<file path="config.mk">
export PLATFORM = sky130hd
export DESIGN_NAME = rv_exec_unit
export DESIGN_NICKNAME = d
export VERILOG_FILES = /design/src/rtl/rv_exec_pkg.sv /design/src/rtl/rv_exec_unit.sv /design/src/rtl/rv_result.sv /design/src/rtl/rv_muldiv.sv /design/src/rtl/rv_alu.sv /design/src/rtl/rv_decode.sv
export SDC_FILE = /design/constraint.sdc
export NUM_CORES = 2
export LEC_CHECK = 0
export BUFFER_PORTS_ARGS = -buffer_cell sky130_fd_sc_hd__buf_2
export CORE_MARGIN = 5
export CORE_UTILIZATION = 35
export CTS_CLUSTER_DIAMETER = 30
export DETAILED_ROUTE_END_ITERATION = 10
export GPL_TIMING_DRIVEN = 0
export MAX_ROUTING_LAYER = met4
export SYNTH_ARGS = -nofsm -noshare
export SYNTH_HDL_FRONTEND = slang
export SYNTH_HIERARCHICAL = 1
export SYNTH_SLANG_ARGS = --single-unit
</file>
<file path="constraint.sdc">
create_clock -name clk -period 13.55 [get_ports clk]
set_input_delay 0.6775 -clock clk [delete_from_list [all_inputs] [get_ports clk]]
set_output_delay 0.6775 -clock clk [all_outputs]
set_load 0.02 [all_outputs]
</file>
<file path="src/rtl/rv_exec_pkg.sv">
package rv_exec_pkg;

  localparam int xlen = 32;
  localparam int cnt_w = 7;                   // Holds up to 64 iterations

  localparam logic [6:0] opc_op        = 7'b0110011;
  localparam logic [6:0] opc_op_imm    = 7'b0010011;
  localparam logic [6:0] funct7_base   = 7'b0000000;
  localparam logic [6:0] funct7_alt    = 7'b0100000;  // sub, sra, srai
  localparam logic [6:0] funct7_muldiv = 7'b0000001;

  localparam int mul_lo_steps = 32;
  localparam int mul_hi_steps = 64;           // Full 64-bit product needed
  localparam int div_steps    = 32;

  typedef enum logic [4:0] {
    op_add,
    op_sub,
    op_sll,
    op_slt,
    op_sltu,
    op_xor,
    op_srl,
    op_sra,
    op_or,
    op_and,
    op_mul,
    op_mulh,
    op_mulhsu,
    op_mulhu,
    op_div,
    op_divu,
    op_rem,
    op_remu
  } exec_op_e;

  // Decoded instruction as handed to the execute blocks
  typedef struct packed {
    exec_op_e            op;
    logic [xlen-1:0]     a;
    logic [xlen-1:0]     b;                   // rs2 or sign-extended imm
    logic [4:0]          rd;
    logic                is_muldiv;
    logic                illegal;
  } exec_op_t;

  // Writeback record
  typedef struct packed {
    logic [4:0]          rd;
    logic [xlen-1:0]     data;
    logic                wr_en;
    logic                illegal;
  } result_t;

endpackage
</file>
<file path="src/rtl/rv_exec_unit.sv">
`timescale 1ns/1ps

module rv_exec_unit import rv_exec_pkg::*; (
  input  logic            clk,
  input  logic            rst_n,
  input  logic            in_valid,
  input  logic [31:0]     instr,
  input  logic [xlen-1:0] rs1_data,
  input  logic [xlen-1:0] rs2_data,
  output logic            busy,
  output logic            out_valid,
  output result_t         result
);

  logic            dec_valid;
  exec_op_t        dec_op;
  logic [xlen-1:0] alu_data;
  logic            md_done;
  logic [xlen-1:0] md_data;

  rv_decode u_decode (
    .clk       (clk),
    .rst_n     (rst_n),
    .in_valid  (in_valid),
    .instr     (instr),
    .rs1_data  (rs1_data),
    .rs2_data  (rs2_data),
    .dec_valid (dec_valid),
    .dec_op    (dec_op)
  );

  rv_alu u_alu (
    .dec_op   (dec_op),
    .alu_data (alu_data)
  );

  rv_muldiv u_muldiv (
    .clk       (clk),
    .rst_n     (rst_n),
    .dec_valid (dec_valid),
    .dec_op    (dec_op),
    .busy      (busy),
    .md_done   (md_done),
    .md_data   (md_data)
  );

  rv_result u_result (
    .clk       (clk),
    .rst_n     (rst_n),
    .dec_valid (dec_valid),
    .dec_op    (dec_op),
    .alu_data  (alu_data),
    .md_done   (md_done),
    .md_data   (md_data),
    .out_valid (out_valid),
    .result    (result)
  );

endmodule

</file>
<file path="src/rtl/rv_result.sv">
`timescale 1ns/1ps

module rv_result import rv_exec_pkg::*; (
  input  logic            clk,
  input  logic            rst_n,
  input  logic            dec_valid,
  input  exec_op_t        dec_op,
  input  logic [xlen-1:0] alu_data,
  input  logic            md_done,
  input  logic [xlen-1:0] md_data,
  output logic            out_valid,
  output result_t         result
);

  logic       alu_done;
  logic [4:0] pend_rd;                        // rd of running muldiv op

  assign alu_done = dec_valid && !dec_op.is_muldiv;  // Illegal ops land here too

  always_ff @(posedge clk) begin
    if (dec_valid && dec_op.is_muldiv) begin
      pend_rd <= dec_op.rd;
    end
  end

  always_ff @(posedge clk) begin
    if (!rst_n) begin
      out_valid <= 1'b0;
    end else begin
      out_valid <= alu_done || md_done;
    end
  end

  always_ff @(posedge clk) begin
    if (alu_done) begin
      result <= '{rd: dec_op.rd,
                  data: dec_op.illegal ? '0 : alu_data,
                  wr_en: !dec_op.illegal && (dec_op.rd != 5'd0),
                  illegal: dec_op.illegal};
    end else if (md_done) begin
      result <= '{rd: pend_rd, data: md_data, wr_en: (pend_rd != 5'd0), illegal: 1'b0};
    end
  end

  a_one_source: assert property (@(posedge clk) disable iff (!rst_n)
    !(alu_done && md_done));

endmodule

</file>
<file path="src/rtl/rv_muldiv.sv">
`timescale 1ns/1ps

module rv_muldiv import rv_exec_pkg::*; (
  input  logic            clk,
  input  logic            rst_n,
  input  logic            dec_valid,
  input  exec_op_t        dec_op,
  output logic            busy,
  output logic            md_done,
  output logic [xlen-1:0] md_data
);

  typedef enum logic [1:0] {
    st_idle,
    st_mul,
    st_div
  } md_state_e;

  md_state_e         state_q;
  logic [cnt_w-1:0]  cnt_q;
  exec_op_e          op_q;
  logic [2*xlen-1:0] x_q;
  logic [2*xlen-1:0] y_q;
  logic [2*xlen-1:0] acc_q;
  logic              neg_q_q;
  logic              neg_r_q;

  logic            start;
  logic            start_mul;
  logic            sx_a;
  logic            sx_b;
  logic            a_neg;
  logic            b_neg;
  logic [xlen-1:0] mag_a;
  logic [xlen-1:0] mag_b;
  logic            div_zero;
  logic            div_ovf;
  logic [xlen-1:0] q_fix;
  logic [xlen-1:0] r_fix;

  assign start     = dec_valid && dec_op.is_muldiv;
  assign start_mul = dec_op.op inside {op_mul, op_mulh, op_mulhsu, op_mulhu};
  assign sx_a      = dec_op.a[xlen-1] && (dec_op.op inside {op_mulh, op_mulhsu});
  assign sx_b      = dec_op.b[xlen-1] && (dec_op.op == op_mulh);

  assign a_neg = dec_op.a[xlen-1] && (dec_op.op inside {op_div, op_rem});
  assign b_neg = dec_op.b[xlen-1] && (dec_op.op inside {op_div, op_rem});
  assign mag_a = a_neg ? -dec_op.a : dec_op.a;
  assign mag_b = b_neg ? -dec_op.b : dec_op.b;

  assign div_zero = (dec_op.b == '0);
  assign div_ovf  = (dec_op.op inside {op_div, op_rem}) &&
                    (dec_op.a == {1'b1, {(xlen-1){1'b0}}}) && (dec_op.b == '1);

  // Sign fix-up of the magnitude results
  assign q_fix = neg_q_q ? -acc_q[xlen-1:0] : acc_q[xlen-1:0];
  assign r_fix = neg_r_q ? -x_q[xlen-1:0] : x_q[xlen-1:0];

  assign busy = (state_q != st_idle);

  always_ff @(posedge clk) begin
    if (!rst_n) begin
      state_q <= st_idle;
      cnt_q   <= '0;
      md_done <= 1'b0;
    end else begin
      md_done <= 1'b0;
      case (state_q)
        st_idle: begin
          if (start && start_mul) begin
            state_q <= st_mul;
            cnt_q   <= (dec_op.op == op_mul) ? cnt_w'(mul_lo_steps) : cnt_w'(mul_hi_steps);
          end else if (start) begin
            state_q <= st_div;
            cnt_q   <= (div_zero || div_ovf) ? '0 : cnt_w'(div_steps);  // Specials skip loop
          end
        end
        default: begin
          if (cnt_q == '0) begin
            state_q <= st_idle;
            md_done <= 1'b1;
          end else begin
            cnt_q <= cnt_q - 1'b1;
          end
        end
      endcase
    end
  end

  always_ff @(posedge clk) begin
    case (state_q)
      st_idle: begin
        if (start) begin
          op_q    <= dec_op.op;
          neg_q_q <= (a_neg ^ b_neg) && !div_zero && !div_ovf;
          neg_r_q <= a_neg && !div_zero && !div_ovf;
          if (start_mul) begin
            acc_q <= '0;
            x_q   <= {{xlen{sx_a}}, dec_op.a};
            y_q   <= {{xlen{sx_b}}, dec_op.b};
          end else if (div_zero) begin
            acc_q <= {{xlen{1'b0}}, {xlen{1'b1}}};   // Quotient all ones
            x_q   <= {{xlen{1'b0}}, dec_op.a};       // Remainder is dividend
            y_q   <= '0;
          end else if (div_ovf) begin
            acc_q <= {{xlen{1'b0}}, dec_op.a};
            x_q   <= '0;
            y_q   <= '0;
          end else begin
            acc_q <= '0;
            x_q   <= {{xlen{1'b0}}, mag_a};
            y_q   <= {1'b0, mag_b, {(xlen-1){1'b0}}};
          end
        end
      end
      st_mul: begin
        if (cnt_q != '0) begin
          if (y_q[0]) begin
            acc_q <= acc_q + x_q;
          end
          x_q <= x_q << 1;
          y_q <= y_q >> 1;
        end else begin
          md_data <= (op_q == op_mul) ? acc_q[xlen-1:0] : acc_q[2*xlen-1:xlen];
        end
      end
      default: begin
        if (cnt_q != '0) begin
          if (x_q >= y_q) begin
            x_q   <= x_q - y_q;
            acc_q <= {acc_q[2*xlen-2:0], 1'b1};
          end else begin
            acc_q <= {acc_q[2*xlen-2:0], 1'b0};
          end
          y_q <= y_q >> 1;
        end else begin
          md_data <= (op_q inside {op_div, op_divu}) ? q_fix : r_fix;
        end
      end
    endcase
  end

  // New work must wait until the unit is idle
  a_no_start_busy: assert property (@(posedge clk) disable iff (!rst_n)
    dec_valid |-> !busy);

  a_done_pulse: assert property (@(posedge clk) disable iff (!rst_n)
    md_done |=> !md_done);

endmodule

</file>
<file path="src/rtl/rv_alu.sv">
`timescale 1ns/1ps

module rv_alu import rv_exec_pkg::*; (
  input  exec_op_t        dec_op,
  output logic [xlen-1:0] alu_data
);

  logic [4:0]      shamt;
  logic [xlen-1:0] a;
  logic [xlen-1:0] b;

  assign a     = dec_op.a;
  assign b     = dec_op.b;
  assign shamt = dec_op.b[4:0];

  always_comb begin
    case (dec_op.op)
      op_add: begin
        alu_data = a + b;
      end
      op_sub: begin
        alu_data = a - b;
      end
      op_sll: begin
        alu_data = a << shamt;
      end
      op_slt: begin
        alu_data = {{(xlen-1){1'b0}}, $signed(a) < $signed(b)};
      end
      op_sltu: begin
        alu_data = {{(xlen-1){1'b0}}, a < b};
      end
      op_xor: begin
        alu_data = a ^ b;
      end
      op_srl: begin
        alu_data = a >> shamt;
      end
      op_sra: begin
        alu_data = $signed(a) >>> shamt;     // Arithmetic, keeps sign
      end
      op_or: begin
        alu_data = a | b;
      end
      op_and: begin
        alu_data = a & b;
      end
      default: begin
        alu_data = '0;                        // M ops go through rv_muldiv
      end
    endcase
  end

endmodule

</file>
<file path="src/rtl/rv_decode.sv">
`timescale 1ns/1ps

module rv_decode import rv_exec_pkg::*; (
  input  logic            clk,
  input  logic            rst_n,
  input  logic            in_valid,
  input  logic [31:0]     instr,
  input  logic [xlen-1:0] rs1_data,
  input  logic [xlen-1:0] rs2_data,
  output logic            dec_valid,
  output exec_op_t        dec_op
);

  logic [6:0]      opcode;
  logic [2:0]      funct3;
  logic [6:0]      funct7;
  logic [xlen-1:0] imm;
  exec_op_e        op_d;
  logic [xlen-1:0] b_d;
  logic            muldiv_d;
  logic            illegal_d;

  assign opcode = instr[6:0];
  assign funct3 = instr[14:12];
  assign funct7 = instr[31:25];
  assign imm    = {{(xlen-12){instr[31]}}, instr[31:20]};  // Low 5 bits are shamt for shifts

  always_comb begin
    op_d      = op_add;
    b_d       = rs2_data;
    muldiv_d  = 1'b0;
    illegal_d = 1'b0;
    case (opcode)
      opc_op: begin
        if (funct7 == funct7_base) begin
          case (funct3)
            3'b000: op_d = op_add;
            3'b001: op_d = op_sll;
            3'b010: op_d = op_slt;
            3'b011: op_d = op_sltu;
            3'b100: op_d = op_xor;
            3'b101: op_d = op_srl;
            3'b110: op_d = op_or;
            default: op_d = op_and;
          endcase
        end else if (funct7 == funct7_alt) begin
          case (funct3)
            3'b000: op_d = op_sub;
            3'b101: op_d = op_sra;
            default: illegal_d = 1'b1;
          endcase
        end else if (funct7 == funct7_muldiv) begin
          muldiv_d = 1'b1;
          case (funct3)
            3'b000: op_d = op_mul;
            3'b001: op_d = op_mulh;
            3'b010: op_d = op_mulhsu;
            3'b011: op_d = op_mulhu;
            3'b100: op_d = op_div;
            3'b101: op_d = op_divu;
            3'b110: op_d = op_rem;
            default: op_d = op_remu;
          endcase
        end else begin
          illegal_d = 1'b1;
        end
      end
      opc_op_imm: begin
        b_d = imm;
        case (funct3)
          3'b000: op_d = op_add;
          3'b010: op_d = op_slt;
          3'b011: op_d = op_sltu;
          3'b100: op_d = op_xor;
          3'b110: op_d = op_or;
          3'b111: op_d = op_and;
          3'b001: begin
            op_d      = op_sll;
            illegal_d = (funct7 != funct7_base);
          end
          default: begin                      // srli / srai
            op_d      = (funct7 == funct7_alt) ? op_sra : op_srl;
            illegal_d = (funct7 != funct7_base) && (funct7 != funct7_alt);
          end
        endcase
      end
      default: illegal_d = 1'b1;
    endcase
  end

  always_ff @(posedge clk) begin
    if (!rst_n) begin
      dec_valid <= 1'b0;
    end else begin
      dec_valid <= in_valid;
    end
  end

  always_ff @(posedge clk) begin
    dec_op <= '{op: op_d, a: rs1_data, b: b_d, rd: instr[11:7],
                is_muldiv: muldiv_d, illegal: illegal_d};
  end

endmodule

</file>
---- Word level (Yosys, flattened, before mapping) ----
Cells that the tools add are included.
W data, S select, Z words.
word-level totals
  register bits ........................... 363
  input bits .............................. 99
  word-level logic and storage cells ...... 199
cells by class
  bitwise gates (word level) .............. 8
  add/sub/neg operators ................... 9
  mux-type cells .......................... 64
  reductions and logical operators ........ 51
  magnitude comparators ................... 3
  shift-type cells ........................ 3
  equal/unequal tests ..................... 38
operator list
  operator                number
  $mux W64                17
  $mux W32                12
  $pmux W32 S10           1
  $pmux W64 S2            2
  $neg A32 Y32            4
  $mux W39                2
  $pmux W5 S7             2
  $add A64 B64 Y64        1
  $eq A32 B32 Y1 const B  2
  $ge A64 B64 Y1          1
  $lt A32 B32 Y1          2
  $pmux W32 S2            1
  $sub A64 B64 Y64        1
  $mux W63                1
  $eq A5 B4 Y1 const B    10
  $mux W7                 5
  $add A32 B32 Y32        1
  $and A32 B32 Y32        1
  $logic_not A32 Y1       1
  $or A32 B32 Y32         1
  $shl A32 B5 Y32         1
  $shr A32 B5 Y32         1
  $sshr A32 B5 Y32        1
  $sub A32 B32 Y32        1
  other kinds (44)        104

---- Logic depth before layout (Yosys ltp) ----
  word-level depth ........................ 9
  gate-level depth with buffers ........... 19
  gate-level depth less buffers ........... 14

---- Cells and area by module ----
The synthesis kept the hierarchy.
by module, submodules not included
  module     area each (µm²)  seq. area each (µm²)  cells each  times used
  rv_muldiv  21458.1          7136.8                2542        1
  rv_alu     8705.8           0.0                   1280        1
  rv_decode  2426.1           1541.5                193         1
  rv_result  1995.7           1341.3                178         1

---- Worst setup path after synthesis ----
No wires, ideal clock.
  path type ............................... reg-to-reg
  start ................................... register u_muldiv.x_q[34]
  end ..................................... register u_muldiv.x_q[0] (enable)
  data required time ...................... 13.043 ns
  slack ................................... 7.514 ns
  data arrival time ....................... 5.529 ns
  library setup time ...................... 0.507 ns
  stages on the path, launching flop included .. 11
  path through ............................ edfxtp_1 -> ha_1 -> clkbuf_1 -> nand4_1 -> or4_1 -> o221a_2 -> nand2_1 -> o21ai_0 -> o21ai_0 -> a31oi_1 -> a21oi_1
on the way
  word-level cells in the longest chain between the ends .. 3
RTL lines
  what                          line              source
  from (decl)                   rv_muldiv.sv:22   logic [2*xlen-1:0] x_q;
  from (signal assigned)        rv_muldiv.sv:99   x_q <= {{xlen{sx_a}}, dec_op.a};
  from (signal assigned)        rv_muldiv.sv:103  x_q <= {{xlen{1'b0}}, dec_op.a};
  from (signal assigned)        rv_muldiv.sv:111  x_q <= {{xlen{1'b0}}, mag_a};
  $ge A64 B64 Y1                rv_muldiv.sv:129  if (x_q >= y_q) begin
  $reduce_bool A3 Y1 (no line)  n/a
  $reduce_and A4 Y1 (no line)   n/a
Every way passes these cells.
A chain may end at the register's enable or synchronous reset.

---- Worst setup path after layout ----
  start ................................... register, netlist name u_decode/dec_op[10]
  end ..................................... register, netlist name u_result/result[2]
on the way
  word-level cells in the longest chain between the ends .. 4
RTL lines
  what                                          line                source
  $lt A32 B32 Y1, or another cell as far along  rv_alu.sv:31        alu_data = {{(xlen-1){1'b0}}, a < b};
  $pmux W32 S10 *                               rv_alu.sv:17        case (dec_op.op)
  named net alu_data[0]                         rv_exec_unit.sv:17  logic [xlen-1:0] alu_data;
  $mux W32 *                                    rv_result.sv:37     data: dec_op.illegal ? '0 : alu_data,
  $mux W39 *                                    rv_result.sv:35     if (alu_done) begin
The timed path passes the listed nets; every way through them passes the cells marked *.

==> reports/summary.txt <==
status - finished, final reports clean
Hold WC Path Type - in -> reg
maximum clock insertion buffer count - 3
Total Routing Usage GR - 31.2%
min-delay src - rs1_data[25]
clk_skew - 0.0420 ns
largest net degree at the start of global routing - 68
Yosys Warn Count - 6
Hold Buf Count CTS - 0
final setup violating endpoints - 0
Worst setup SP type - register
Core Rows - 115
First-pass DRT Iterations - 7
DIE AREA - 0.105 mm2
Die X - 324 um
Final Power - 4.06 mW
pwr dens - 101 mW/mm2
simple-gate share of the synthesized area - 17.5%
worst r2r src - u_decode/dec_op[10]
vias in the first global route - 34086
root cell of the clock tree - clkbuf_16
htree depth - 3
Final Wtd Congestion - 1.02
Clock Sinks - 363
Critical Path RT - 13.88 ns
metal2 WL - 75400 um
sequential share of the synthesized area - 29.0%
total congestion overflow - 0
core area - 0.0983 mm2
Setup Crit Path Kind - reg -> reg
top cell type's share of synthesized area - 23.9%
post_cts resized - 0
synthesized cell area - 0.0346 mm2
routed len/inst - 28.8 um
RSZ-0062 raised after global routing - no
fin crit share - 46.2%
CP Capture Type - register
Initial Util - 35.2%
CP arrival - 6.58 ns
Syn Inst Count - 4193
Lkg Pwr - 16.2 nW
xor and xnor area share after synthesis - 5.82%
Via Count - 36056
Skew-Pair Late Insertion Delay - 0.67 ns
Syn Nets - 4533
Synth Area in Adders - 8.81%
largest cells by area after synthesis - edfxtp_1 (24%), ha_1 (8.6%), a21oi_1 (5.9%), o21ai_0 (5.7%), dfxtp_1 (5.1%)
top_reg_cell synth - edfxtp_1
Relative slew margins - 15.3%
Fin. Hold Viols - 0
initial drt markers - 4374
crit path from - u_decode/dec_op[10]
metal3 WL - 15200 um
min Tclk post-route - 6.25 ns
Yosys cell types - 115
Antenna Violating Nets Remaining - 0
Setup TNS - 0 ns
post-synthesis mux area share - 6.30%
initial antenna violation count - 4
number of max-cap violations - 0
flops & latches, synth - 363
highest metal used - met4
Setup Buffers After CTS - 0
Boundary Pins - 140
share of layout cells above drive strength 1 - 11.0%
Synth Area in Compound Gates - 26.9%
CTS tree - done
Fmax - 160 MHz
WL met1 - 66300 um
commonest cells in the netlist - nand2_1 (412), a21oi_1 (406), o21ai_0 (391)
global-route wire length before repair - 240000 um
maximum VDD drop - 0.105 mV
main combinational cell family by area after synthesis - compound AO/OA/AOI/OAI gates
P&R area growth vs syn - 16.8%
HPWL after DPL - 131000 um
clock-pin slew on the worst setup and hold paths - 0.05 ns
DR vias/cell - 6.21
Post-Syn Area per Cell - 8.25 um2
top cell type by total area after synthesis - edfxtp_1
Max Slew Vio Count - 0
Die H - 324 um
drt total wl - 167000 um
I/O Buffers - 134
fin nets - 4775
most numerous cell in the Yosys netlist - nand2_1
Num CTS Buffers - 99
Synth async-reset ratio - 0%
number of synthesized flops with an enable pin - 275
actual slew at the worst max-slew pin - 1.27 ns
largest fanout on the critical path - 12
# DRC - 0
==> cell type report <==
cell class                      instances  area [um2]
Clock buffer                          125        2740
Multi-Input combinational cell       3353       22700
Inverter                              209         787
Timing Repair Buffer                  141         821
Sequential cell                       363       10000
Fill cell                           10089       57900
Buffer                                268        1160
Clock inverter                         60         589
Tap cell                             1287        1610
Antenna cell                            2        5.00
==> cells in the final DEF, fill, tap and decap left out, types with 103 or more instances in the layout <==
cell       netlist  final
a21o_1         106    106
a21oi_1        406    405
nor2_1         271    269
buf_2           39    173
xnor2_1        133    133
nand3_1        112    112
inv_1          201    200
nand2_1        412    412
clkbuf_1       186    200
edfxtp_1       275    275
clkbuf_16        0    103
o21ai_0        391    391
ha_1           237    237
==> worst max-delay path, cell delays in order, from the launching register on <==
cell       delay [ns]
dfxtp_1          0.65
inv_1            0.43
clkbuf_1         0.59
clkbuf_1         0.77
ha_1             0.37
buf_4            0.17
nand2b_1         0.07
o311ai_0         0.18
a2bb2oi_2        0.31
and4_4           0.30
o21ai_2          0.09
a31oi_1          0.51
nand2_1          0.23
o21ai_0          0.38
o2111ai_1        0.39
nand2b_1         0.25
o21ai_0          0.20
==> registers in the layout, indices dropped and copies added (netlist names) <==
register,count
u_result/pend_rd,5
u_muldiv/neg_r_q,1
u_result/result,39
u_muldiv/md_data,32
u_muldiv/op_q,5
u_muldiv/md_done,1
u_muldiv/neg_q_q,1
u_decode/dec_valid,1
u_result/out_valid,1
u_muldiv/acc_q,64
u_muldiv/y_q,64
u_muldiv/state_q,2
u_muldiv/cnt_q,7
u_decode/dec_op,76
u_muldiv/x_q,64
==> metrics by stage <==
stage	instance area [um2]	setup WS (ns)	utilization, %	hold slack, ns	std cells
after floorplan	34600	7.51	-	0.421	4193
after detailed placement	37100	7.50	37.7	0.457	5621
after CTS	40400	7.49	41.1	0.0698	5806
final	40400	7.30	41.1	0.111	5808
after global routing	40400	7.29	41.1	0.0977	5808
after global placement	36900	4.55	37.5	0.470	5614
==> power breakdown <==
part / internal, mW / switching (mW)
clock network: 1.57 / 0.745
registers: 1.21 / 0.0668
logic: 0.171 / 0.297
total: 2.95 / 1.11
==> cell families (layout without fill, tap and decap cells) <==
kind of cell | count (synthesis) | in the layout
DFF | 363 | 363
and+or+nand+nor | 1240 | 1240
adders and majority gates | 241 | 241
other | 0 | 2
AOI/OAI and AO/OA | 1478 | 1478
buffers and inverters | 477 | 803
muxes | 164 | 164
xor gates and xnor gates | 230 | 230
==> metal layers <==
metal	track usage [%]	up-vias
li1	-	16191
met1	38.9	17423
met2	48.4	2018
met3	5.73	424
met4	16.4	0
met5	-	-
==> final timing paths <==
check / slack, ns / cells after the start / end
min: 0.11 / 1 / u_decode/dec_op[64]
min reg2reg: 0.47 / 0 / u_result/pend_rd[1]
max reg2reg: 7.30 / 16 / u_result/result[2]
max: 7.30 / 16 / u_result/result[2]
Note: power is estimated with default switching activity, not from simulation.
